===== src/rtl/simd_sb_pkg.sv =====
// Shared types and default sizes for the SIMD write-back scoreboard
// Latencies, including DIV_LAT, must fit in STAGES_W bits

package simd_sb_pkg;

    // Element width, encoded as in vtype.vsew
    typedef enum logic [1:0] {
        SEW_8  = 2'b00,
        SEW_16 = 2'b01,
        SEW_32 = 2'b10,
        SEW_64 = 2'b11
    } sew_t;

    // Operation class, already decoded upstream
    // Divider classes share bit 2; bit 0 separates signed from unsigned
    typedef enum logic [2:0] {
        OP_SIMPLE = 3'd0,
        OP_MUL    = 3'd1,   // Widening and high multiplies
        OP_MACC   = 3'd2,   // Multiply-accumulate and saturating multiply
        OP_RED    = 3'd3,   // Reductions
        OP_DIV    = 3'd4,
        OP_DIVU   = 3'd5,
        OP_REM    = 3'd6,
        OP_REMU   = 3'd7
    } simd_op_t;

    localparam int STAGES_W = 6;    // Width of a latency value

    // Default sizes for the top level
    localparam int DEF_VL_W    = 7;     // Vector lengths up to 64
    localparam int DEF_DATA_W  = 64;
    localparam int DEF_XLEN    = 64;
    localparam int DEF_DIV_LAT = 32;
    localparam int DEF_MAX_LAT = 8;     // Longest fixed latency

    // True for the classes that run on the shared iterative divider
    function automatic logic is_div_op(simd_op_t op);
        logic res;
        res = (op == OP_DIV) || (op == OP_DIVU) ||
              (op == OP_REM) || (op == OP_REMU);
        return res;
    endfunction

endpackage


===== src/rtl/simd_fixed_lat_tracker.sv =====
// Write-back slot reservations for fixed-latency results
// A flush drops every reservation, including one issued in the same cycle
// lat_i outside 1..MAX_LAT reserves nothing

module simd_fixed_lat_tracker #(
    parameter int MAX_LAT = simd_sb_pkg::DEF_MAX_LAT
) (
    input  logic                              clk_i,
    input  logic                              rstn_i,
    input  logic                              flush_i,
    input  logic                              issue_i,
    input  logic [simd_sb_pkg::STAGES_W-1:0]  lat_i,
    output logic [MAX_LAT:0]                  slot_busy_o,
    output logic                              wb_o
);
    import simd_sb_pkg::*;

    // Bit k set: a result reaches the port k cycles after the current one
    logic [MAX_LAT-1:0] res_q;
    logic [MAX_LAT-1:0] res_d;

    always_comb begin
        res_d = {1'b0, res_q[MAX_LAT-1:1]};    // Everything moves one cycle closer

        // A result of latency L is on the port L-1 cycles after the next edge
        if (issue_i) begin
            for (int k = 0; k < MAX_LAT; k++) begin
                if (lat_i == STAGES_W'(k + 1)) begin
                    res_d[k] = 1'b1;
                end
            end
        end

        if (flush_i) begin
            res_d = '0;
        end
    end

    always_ff @(posedge clk_i or negedge rstn_i) begin
        if (!rstn_i) begin
            res_q <= '0;
        end else begin
            res_q <= res_d;
        end
    end

    // Seen from a candidate issuing now, slot k of the stored vector
    // lines up with latency k; nothing is ever held MAX_LAT cycles out
    assign slot_busy_o = {1'b0, res_q};

    assign wb_o = res_q[0];     // Result on the port this cycle

endmodule


===== src/rtl/simd_div_tracker.sv =====
// Occupancy and operand memory of the shared iterative divider
// issue_i marks every accepted divide or remainder, reuse hits included
// DIV_LAT must fit in STAGES_W bits; no flush, the divider runs to completion

module simd_div_tracker #(
    parameter int DATA_W  = simd_sb_pkg::DEF_DATA_W,
    parameter int XLEN    = simd_sb_pkg::DEF_XLEN,
    parameter int DIV_LAT = simd_sb_pkg::DEF_DIV_LAT
) (
    input  logic                              clk_i,
    input  logic                              rstn_i,
    input  logic                              issue_i,
    input  simd_sb_pkg::simd_op_t             op_i,
    input  logic                              is_opvx_i,
    input  logic [DATA_W-1:0]                 vs1_i,
    input  logic [DATA_W-1:0]                 vs2_i,
    input  logic [XLEN-1:0]                   rs1_i,
    output logic                              reuse_o,
    output logic                              busy_o,
    output logic [simd_sb_pkg::STAGES_W-1:0]  remaining_o,
    output logic                              wb_o
);
    import simd_sb_pkg::*;

    // Previous divide or remainder
    simd_op_t           prev_op_q;
    logic               prev_opvx_q;
    logic [DATA_W-1:0]  prev_vs1_q;
    logic [DATA_W-1:0]  prev_vs2_q;
    logic [XLEN-1:0]    prev_rs1_q;

    logic [STAGES_W-1:0] cnt_q;    // Cycles until write-back, 0 when idle

    logic type_hit;
    logic src1_hit;

    // Same type, or the DIV/REM partner of the same signedness.
    // With the class encoding that is both on the divider and equal bit 0
    assign type_hit = is_div_op(op_i) && is_div_op(prev_op_q) &&
                      (op_i[0] == prev_op_q[0]);

    // Scalar operand replaces vs1 for the .vx forms
    assign src1_hit = is_opvx_i ? (rs1_i == prev_rs1_q) : (vs1_i == prev_vs1_q);

    assign reuse_o = type_hit && (is_opvx_i == prev_opvx_q) &&
                     (vs2_i == prev_vs2_q) && src1_hit;

    // Operand memory, cleared to a state that can never hit
    always_ff @(posedge clk_i or negedge rstn_i) begin
        if (!rstn_i) begin
            prev_op_q   <= OP_SIMPLE;
            prev_opvx_q <= 1'b0;
            prev_vs1_q  <= '0;
            prev_vs2_q  <= '0;
            prev_rs1_q  <= '0;
        end else if (issue_i) begin
            prev_op_q   <= op_i;
            prev_opvx_q <= is_opvx_i;
            prev_vs1_q  <= vs1_i;
            prev_vs2_q  <= vs2_i;
            prev_rs1_q  <= rs1_i;
        end
    end

    // Occupancy counter, a reuse hit never starts the divider
    always_ff @(posedge clk_i or negedge rstn_i) begin
        if (!rstn_i) begin
            cnt_q <= '0;
        end else if (issue_i && !reuse_o) begin
            cnt_q <= STAGES_W'(DIV_LAT);
        end else if (cnt_q != '0) begin
            cnt_q <= cnt_q - STAGES_W'(1);
        end
    end

    assign busy_o      = (cnt_q != '0);    // Held through the write-back cycle
    assign remaining_o = cnt_q;
    assign wb_o        = (cnt_q == STAGES_W'(1));

endmodule


===== src/rtl/simd_issue_arbiter.sv =====
// Latency decode and issue decision for one candidate per cycle
// Purely combinational; the candidate is held by the source while stalled
// vl_i above 64 is treated as the longest reduction band

module simd_issue_arbiter #(
    parameter int VL_W    = simd_sb_pkg::DEF_VL_W,
    parameter int MAX_LAT = simd_sb_pkg::DEF_MAX_LAT,
    parameter int DIV_LAT = simd_sb_pkg::DEF_DIV_LAT
) (
    input  logic                              ready_i,
    input  simd_sb_pkg::simd_op_t             op_i,
    input  simd_sb_pkg::sew_t                 sew_i,
    input  logic [VL_W-1:0]                   vl_i,
    input  logic [MAX_LAT:0]                  slot_busy_i,
    input  logic                              div_busy_i,
    input  logic                              div_reuse_i,
    input  logic [simd_sb_pkg::STAGES_W-1:0]  div_remaining_i,
    output logic [simd_sb_pkg::STAGES_W-1:0]  exe_stages_o,
    output logic                              stall_o,
    output logic                              fix_issue_o,
    output logic [simd_sb_pkg::STAGES_W-1:0]  fix_lat_o,
    output logic                              div_issue_o
);
    import simd_sb_pkg::*;

    logic [STAGES_W-1:0] red_lat;
    logic [STAGES_W-1:0] lat;
    logic                is_div;
    logic                div_long;     // Needs the divider itself
    logic                slot_hit;
    logic                div_wb_hit;
    logic                stall;
    logic                accept;

    // Reduction tree depth grows with log2 of the vector length
    always_comb begin
        if (vl_i <= 1) begin
            red_lat = STAGES_W'(2);
        end else if (vl_i == 2) begin
            red_lat = STAGES_W'(3);
        end else if (vl_i <= 4) begin
            red_lat = STAGES_W'(4);
        end else if (vl_i <= 8) begin
            red_lat = STAGES_W'(5);
        end else if (vl_i <= 16) begin
            red_lat = STAGES_W'(6);
        end else if (vl_i <= 32) begin
            red_lat = STAGES_W'(7);
        end else begin
            red_lat = STAGES_W'(8);
        end
    end

    always_comb begin
        case (op_i)
            OP_SIMPLE: lat = STAGES_W'(1);
            OP_MUL:    lat = (sew_i == SEW_64) ? STAGES_W'(3) : STAGES_W'(2);
            OP_MACC:   lat = (sew_i == SEW_64) ? STAGES_W'(4) : STAGES_W'(3);
            OP_RED:    lat = red_lat;
            default:   lat = div_reuse_i ? STAGES_W'(1) : STAGES_W'(DIV_LAT); // Divider
        endcase
    end

    assign is_div   = is_div_op(op_i);
    assign div_long = is_div && !div_reuse_i;

    // Port already reserved at the candidate's write-back cycle
    always_comb begin
        slot_hit = 1'b0;
        for (int k = 0; k <= MAX_LAT; k++) begin
            if ((lat == STAGES_W'(k)) && slot_busy_i[k]) begin
                slot_hit = 1'b1;
            end
        end
    end

    // Divider result lands on the same cycle
    // The count is 1 in the divider's write-back cycle, so it leads the latency by one
    assign div_wb_hit = (div_remaining_i == lat + STAGES_W'(1));

    // Only one divide at a time, even when the result could be reused
    assign stall  = ready_i && (slot_hit || div_wb_hit || (is_div && div_busy_i));
    assign accept = ready_i && !stall;

    assign exe_stages_o = lat;
    assign stall_o      = stall;

    // Reuse hits go through the slot vector like any latency-1 op
    assign fix_issue_o = accept && !div_long;
    assign fix_lat_o   = lat;

    // The divider tracker sees every accepted divide to record its operands
    assign div_issue_o = accept && is_div;

endmodule


===== src/rtl/simd_score_board.sv =====
// Write-back scoreboard for the SIMD unit with a single write-back port
// One candidate per cycle; stall_o is the only back-pressure
// DIV_LAT must exceed MAX_LAT and fit in STAGES_W bits

module simd_score_board #(
    parameter int VL_W    = simd_sb_pkg::DEF_VL_W,
    parameter int DATA_W  = simd_sb_pkg::DEF_DATA_W,
    parameter int XLEN    = simd_sb_pkg::DEF_XLEN,
    parameter int MAX_LAT = simd_sb_pkg::DEF_MAX_LAT,
    parameter int DIV_LAT = simd_sb_pkg::DEF_DIV_LAT
) (
    input  logic                              clk_i,
    input  logic                              rstn_i,
    input  logic                              flush_i,     // One-cycle pulse
    input  logic                              ready_i,     // Candidate present
    input  simd_sb_pkg::simd_op_t             op_i,
    input  simd_sb_pkg::sew_t                 sew_i,
    input  logic [VL_W-1:0]                   vl_i,
    input  logic                              is_opvx_i,   // rs1_i replaces vs1_i
    input  logic [DATA_W-1:0]                 vs1_i,
    input  logic [DATA_W-1:0]                 vs2_i,
    input  logic [XLEN-1:0]                   rs1_i,
    output logic [simd_sb_pkg::STAGES_W-1:0]  exe_stages_o,
    output logic                              stall_o,
    output logic                              wb_valid_o,
    output logic                              wb_div_o
);
    import simd_sb_pkg::*;

    logic                fix_issue;
    logic [STAGES_W-1:0] fix_lat;
    logic [MAX_LAT:0]    slot_busy;
    logic                fix_wb;
    logic                div_issue;
    logic                div_busy;
    logic                div_reuse;
    logic [STAGES_W-1:0] div_remaining;
    logic                div_wb;

    simd_fixed_lat_tracker #(
        .MAX_LAT (MAX_LAT)
    ) u_fixed (
        .clk_i       (clk_i),
        .rstn_i      (rstn_i),
        .flush_i     (flush_i),
        .issue_i     (fix_issue),
        .lat_i       (fix_lat),
        .slot_busy_o (slot_busy),
        .wb_o        (fix_wb)
    );

    simd_div_tracker #(
        .DATA_W  (DATA_W),
        .XLEN    (XLEN),
        .DIV_LAT (DIV_LAT)
    ) u_div (
        .clk_i       (clk_i),
        .rstn_i      (rstn_i),
        .issue_i     (div_issue),
        .op_i        (op_i),
        .is_opvx_i   (is_opvx_i),
        .vs1_i       (vs1_i),
        .vs2_i       (vs2_i),
        .rs1_i       (rs1_i),
        .reuse_o     (div_reuse),
        .busy_o      (div_busy),
        .remaining_o (div_remaining),
        .wb_o        (div_wb)
    );

    simd_issue_arbiter #(
        .VL_W    (VL_W),
        .MAX_LAT (MAX_LAT),
        .DIV_LAT (DIV_LAT)
    ) u_arb (
        .ready_i         (ready_i),
        .op_i            (op_i),
        .sew_i           (sew_i),
        .vl_i            (vl_i),
        .slot_busy_i     (slot_busy),
        .div_busy_i      (div_busy),
        .div_reuse_i     (div_reuse),
        .div_remaining_i (div_remaining),
        .exe_stages_o    (exe_stages_o),
        .stall_o         (stall_o),
        .fix_issue_o     (fix_issue),
        .fix_lat_o       (fix_lat),
        .div_issue_o     (div_issue)
    );

    // Stall logic keeps the two strobes apart
    assign wb_valid_o = fix_wb | div_wb;
    assign wb_div_o   = div_wb;

endmodule


===== config.mk =====
export PLATFORM = sky130hd
export DESIGN_NAME = simd_score_board
export DESIGN_NICKNAME = d
export VERILOG_FILES = /design/src/rtl/simd_sb_pkg.sv /design/src/rtl/simd_fixed_lat_tracker.sv /design/src/rtl/simd_div_tracker.sv /design/src/rtl/simd_issue_arbiter.sv /design/src/rtl/simd_score_board.sv
export SDC_FILE = /design/constraint.sdc
export NUM_CORES = 1
export LEC_CHECK = 0
export BUFFER_PORTS_ARGS = -buffer_cell sky130_fd_sc_hd__buf_2
export CAP_MARGIN = 20
export CELL_PAD_IN_SITES_DETAIL_PLACEMENT = 1
export CELL_PAD_IN_SITES_GLOBAL_PLACEMENT = 1
export CORE_UTILIZATION = 48
export CTS_CLUSTER_SIZE = 16
export DETAILED_ROUTE_END_ITERATION = 7
export PLACE_DENSITY_LB_ADDON = 0.3
export SYNTH_ARGS = -nofsm -noshare
export SYNTH_HDL_FRONTEND = slang
export SYNTH_SLANG_ARGS = --single-unit

===== constraint.sdc =====
create_clock -name clk_i -period 15 [get_ports clk_i]
set_input_delay 4.5 -clock clk_i [delete_from_list [all_inputs] [get_ports clk_i]]
set_output_delay 4.5 -clock clk_i [all_outputs]
set_load 0.01 [all_outputs]

==> metrics.yaml, run 1 <==
num_vias: 7347
io_buffers: 216
layout-drive-gt1-share: 0.414
min_to: "u_div.prev_op_q[2]"
yosysMostFrequentCell: "dfrtp_1"
cts.root.buffer_cell: "clkbuf_16"
gr-usage-all-layers: 0.227
hold_class: "register to register"
ios: 218
yosysUniqueCellTypes: 54
grt_pass1_wl_um: 40800
relSlewSlack: 0.331
max-cap-violations: 0
p_total_w: 0.00222
clock_skew_ns: 0.00839
cts_buffer_depth: 3
grt-ovfl-total: 0
coreArea_um2: 21800
setup_tns_ns: 0
p_per_area_nw_per_um2: 173
cts_sinks: 209
routed_wl_um: 25800
rows: 54
cts_tree: "yes"
yosysTopAreaCellShare: 0.489
fmax_ghz: 0.0731
crit_required_ns: 10.50
status: "finished clean"
endpoint_kind: "output pin"
arrival_ns: 9.19
synth_area_um2: 10700
cts_max_level: 1
r2r_end: "u_div.prev_rs1_q[1]"
synth_area_leaders: "dfrtp_1 49%, mux2_2 19%, xor2_1 13%"
synthTopCellsByCount: "209 x dfrtp_1, 181 x mux2_2, 162 x xor2_1"
remaining_drc_errors: 0
r2r_cells: 20
synthCells: 843
synth_nets: 1059
avgViaCountPerCell: 5.37
ys_ff_latch: 209
final_max_slew_viol_count: 0
first_global_vias: 8126
cts_setup_buffers: 0
hold_buffers: 0
hp-start: "u_div.prev_op_q[2]"
dp_hpwl_um: 18900
report.final.setup_viol: 0
dieArea_um2: 22900
firstDrtPassIters: 4
worst_slew_pin_slew_ns: 1.00
hold_viol_final: 0
rsz0062_at_grt: "false"
ir_worst_vdd_uv: 101
antenna_left: 0
crit_fanout: 6
wire_per_inst_um: 18.9
seq_area_frac_synth: 0.489
grt_start_max_net_pins: 79
setup_slack_ns: 1.31
cp-start-kind: "input port"
cts-buffers-inserted: 24
yosysWarnings: 0
worstSkewPairLatency_ns: 0.51
min_period_over_period: 0.912
die_w_um: 151
async_reset_ff_frac: 1.00
synth_top_area_cell: "dfrtp_1"
synthFlopType: "dfrtp_1"
p_leak_nw: 6.10
ctsResizeCount: 0
pre_cts_ws_ns: 1.32
syn2layout_area_growth_pct: 19.9
fin_nets: 1282
synth_edf_count: 0
path_clk_slew_ns: 0.06
die-height_um: 151
rr_startpoint: "u_div.prev_rs1_q[53]"
drtIter0Drc: 189
holdPathStages: 1
antenna_found_initial: 7
avgSynthCellArea_um2: 12.7
path_class: "input port to output pin"
post-route-min-period_ns: 13.69
r2r_slack_ns: 7.96
globalplace.congestion: 0.826
start_util: 0.490
-- kinds of logic after synthesis --
group | Yosys count | share of synthesized area
adders and majority gates | 7 | 0.00819
other | 1 | 0.000351
xor gates and xnor gates | 181 | 0.148
buffers and inverters | 45 | 0.0245
and+or+nand+nor | 145 | 0.0788
DFF | 209 | 0.489
AOI/OAI and AO/OA | 54 | 0.0396
muxes | 201 | 0.211
-- through the flow --
stage | hold WS (ns) | util | area (µm²) | std cells
detailed placement | 0.462 | 0.549 | 12000 | 1320
finish | 0.477 | 0.587 | 12800 | 1367
floorplan | 0.435 | - | 10700 | 843
global placement | 0.461 | 0.549 | 12000 | 1320
CTS | 0.476 | 0.587 | 12800 | 1361
global route | 0.513 | 0.587 | 12800 | 1363
-- worst max-delay path, stage by stage --
cell	delay [ns]
buf_2	0.11
xor2_1	0.13
nor4_1	0.50
nand4_1	0.25
nor4_1	0.50
o2111ai_1	0.29
or2_2	0.39
and2_1	0.20
or2_2	0.34
inv_1	0.13
ha_1	0.28
xnor2_1	0.19
mux2i_1	0.11
a2bb2oi_1	0.15
nor4b_2	0.28
nor3b_4	0.37
a211o_1	0.18
o311a_1	0.15
buf_2	0.12
-- layer usage --
layer	wire (µm)	track usage	vias up	part of all wire
met5	29	0	-	0.0011
met4	607	0.0630	4	0.024
met3	1770	0.0608	46	0.068
met2	12900	0.394	179	0.50
met1	10500	0.276	3660	0.41
li1	-	-	3458	-
-- how the worst max path moves through the flow --
stage | start | endpoint
after floorplan | vs2_i[25] | stall_o
after global placement | rs1_i[53] | stall_o
after detailed placement | rs1_i[53] | stall_o
after CTS | rs1_i[62] | stall_o
after global routing | rs1_i[62] | stall_o
final | rs1_i[53] | stall_o
-- power breakdown --
| part | internal (W) | total (W) | switching, W |
|---|---|---|---|
| combinational | 0.000374 | 0.000628 | 0.000254 |
| sequential | 0.000821 | 0.00100 | 0.000179 |
| clock | 0.000368 | 0.000593 | 0.000226 |
| total | 0.00156 | 0.00222 | 0.000659 |
-- cell type report --
type                    count  area, µm²
fillers                  2293       9010
inverters                  21       78.8
repair buffers            221       1130
well taps                 280        350
flip-flops and latches    209       5230
clock buffers              38        774
diodes                      6       15.0
clock inverters             3       40.0
multi-input cells         589       5200
-- state kept, by name, summed over array words and instances (netlist names) --
register / count
u_div.prev_rs1_q: 64
u_div.prev_vs2_q: 64
u_fixed.res_q: 8
u_div.prev_opvx_q: 1
u_div.prev_op_q: 2
u_div.remaining_o: 6
u_div.prev_vs1_q: 64
-- layout by cell type, fill, tap and decap left out, drive strengths merged, types with 7 or more instances in the layout --
cell / Yosys / routed
a21oi: 7 / 7
buf: 22 / 220
clkbuf: 2 / 39
dfrtp: 209 / 209
ha: 7 / 7
inv: 21 / 21
mux2: 196 / 196
nand2: 17 / 17
nand2b: 9 / 9
nand4: 14 / 14
nor2: 18 / 18
nor2b: 18 / 18
nor4: 49 / 49
o21ai: 7 / 7
xnor2: 19 / 19
xor2: 162 / 162
No activity file was read; power rests on OpenSTA's default activity.
==> run 2, diff against run 1 <==
--- a/config.mk
+++ b/config.mk
@@ -12,6 +12,7 @@
 export CORE_UTILIZATION = 48
 export CTS_CLUSTER_SIZE = 16
 export DETAILED_ROUTE_END_ITERATION = 7
+export GPL_TIMING_DRIVEN = 0
 export PLACE_DENSITY_LB_ADDON = 0.3
 export SYNTH_ARGS = -nofsm -noshare
 export SYNTH_HDL_FRONTEND = slang
==> run 2 against run 1 <==
Effect of this change:
- count of clock-buffer cells in the layout unchanged
- power down 0.20%
- highest routed layer unchanged
- largest cell class unchanged
- sequential share of layout area down 0.51 points
- first-iteration DRC count up 7.4%
==> metrics.yaml, run 2 (synthesis gave the netlist of run 1 again) <==
status: "finished clean"
cts_setup_buffers: 0
gr-usage-met3: 0.0563
firstDrtPassIters: 5
min_period_over_period: 0.926
crit_required_ns: 10.50
hold_buffers: 0
grt.busiest_layer: "met2"
worst_slew_pin_slew_ns: 0.917
grt_start_max_net_pins: 93
relSlewSlack: 0.384
use_met2: 0.433
clock_skew_ns: 0.0295
dp.cells: 1341
cts.root.buffer_cell: "clkbuf_16"
report.final.setup_viol: 0
r2r_end: "u_div.prev_rs1_q[36]"
crit_start: "rs1_i[62]"
antenna_found_initial: 6
routed_wl_um: 27300
fin_cells: 1389
hold_class: "register to register"
num_vias: 7463
syn2layout_area_growth_pct: 21.4
grt_pass1_wl_um: 42600
min_to: "u_div.prev_op_q[2]"
post-route-min-period_ns: 13.89
final_cell_mix: "220 x buf_2, 209 x dfrtp_1, 181 x mux2_2"
p_per_area_nw_per_um2: 171
path_clk_slew_ns: 0.06
use_met1: 0.289
r2r_slack_ns: 9.13
endpoint_kind: "output pin"
hp-start: "u_div.prev_op_q[2]"
critPathTopFamily: "simple AND/OR/NAND/NOR gates"
first_global_vias: 8233
globalplace.congestion: 0.828
die_w_um: 151
io_buffers: 216
rows: 54
drtIter0Drc: 203
setup_tns_ns: 0
hold_slack_ns: 0.469
cts_sinks: 209
arrival_ns: 9.39
rr_startpoint: "u_div.prev_rs1_q[62]"
ir_worst_vdd_uv: 102
fin_nets: 1303
path_class: "input port to output pin"
ctsResizeCount: 0
slowest_delay_ns: 0.60
ios: 218
start_util: 0.490
cp.buffers_inverters: 3
wire_per_inst_um: 19.6
gr-usage-all-layers: 0.241
dp_hpwl_um: 20300
layout_commonest_cell: "buf_2"
die-height_um: 151
coreArea_um2: 21800
final_max_slew_viol_count: 0
holdPathStages: 1
fmax_ghz: 0.0720
avgViaCountPerCell: 5.37
crit_fanout: 6
antenna_left: 0
cts-buffers-inserted: 24
cp-start-kind: "input port"
grt-ovfl-total: 0
max-cap-violations: 0
slowest_stage: "nor4_1"
p_leak_nw: 6.21
r2r_cells: 20
hold_viol_final: 0
cts_max_level: 1
p_total_w: 0.00222
reg.largest.list: "u_div.prev_rs1_q x64, u_div.prev_vs1_q x64, u_div.prev_vs2_q x64"
remaining_drc_errors: 0
worstSkewPairLatency_ns: 0.52
cts_tree: "yes"
dieArea_um2: 22900
cts_buffer_depth: 3
rsz0062_at_grt: "false"
layout-drive-gt1-share: 0.421
crit_chain: "buf_2, xor2_1, nor4_1, nand4_1, nor4_1, o2111ai_1, or2_2, and2_1, or2_2, inv_1, ha_1, xnor2_1, nor2_1, mux2i_1, a2bb2oi_1, nor4b_2, nor3b_4, a211o_1, o311a_1, buf_2"
## run 2: cell type report
class                           count  area, µm²
Clock buffer                       38        754
Multi-Input combinational cell    589       5200
Clock inverter                      3       18.8
Fill cell                        2307       8850
Buffer                             24        183
Antenna cell                        7       17.5
Sequential cell                   209       5230
Timing Repair Buffer              218       1150
Tap cell                          280        350
Inverter                           21       78.8
## run 2: worst max-delay path by stage
stage | slack, ns | depth (start not counted) | end
3_5_place_dp | 1.17 | 20 | stall_o
3_3_place_gp | 1.26 | 19 | stall_o
4_1_cts | 0.99 | 20 | stall_o
6_report | 1.11 | 20 | stall_o
2_1_floorplan | 2.43 | 17 | stall_o
5_1_grt | 0.78 | 20 | stall_o
## run 2: routing by layer
layer	share of wire	vias up
met5	0.00048	-
met2	0.52	177
met3	0.060	26
met1	0.41	3765
met4	0.013	2
li1	-	3493
## run 2: power by group
group          total [W]  switching, W  internal (W)
Sequential       0.00100      0.000181      0.000822
Clock           0.000568      0.000226      0.000342
Combinational   0.000647      0.000266      0.000381
## run 2: worst register-to-register path: cells and delay by family (launching register included)
| kind | cells | cell delay, ns |
|---|---|---|
| flip-flops | 1 | 0.39 |
| adder cells (fa/ha/maj) | 1 | 0.29 |
| XOR/XNOR | 2 | 0.38 |
| AND/OR/NAND/NOR | 9 | 2.67 |
| AO/OA/AOI/OAI | 3 | 0.86 |
| buffers and inverters | 3 | 0.63 |
| multiplexers | 2 | 0.50 |
## run 2: stage by stage
| stage | cell area, µm² | setup slack [ns] | util |
|---|---|---|---|
| 4_1_cts | 13000 | 0.992 | 0.594 |
| 5_1_grt | 13000 | 0.781 | 0.594 |
| 3_3_place_gp | 12100 | 1.26 | 0.555 |
| 2_1_floorplan | 10700 | 2.43 | - |
| 3_5_place_dp | 12200 | 1.17 | 0.558 |
| 6_report | 13000 | 1.11 | 0.595 |
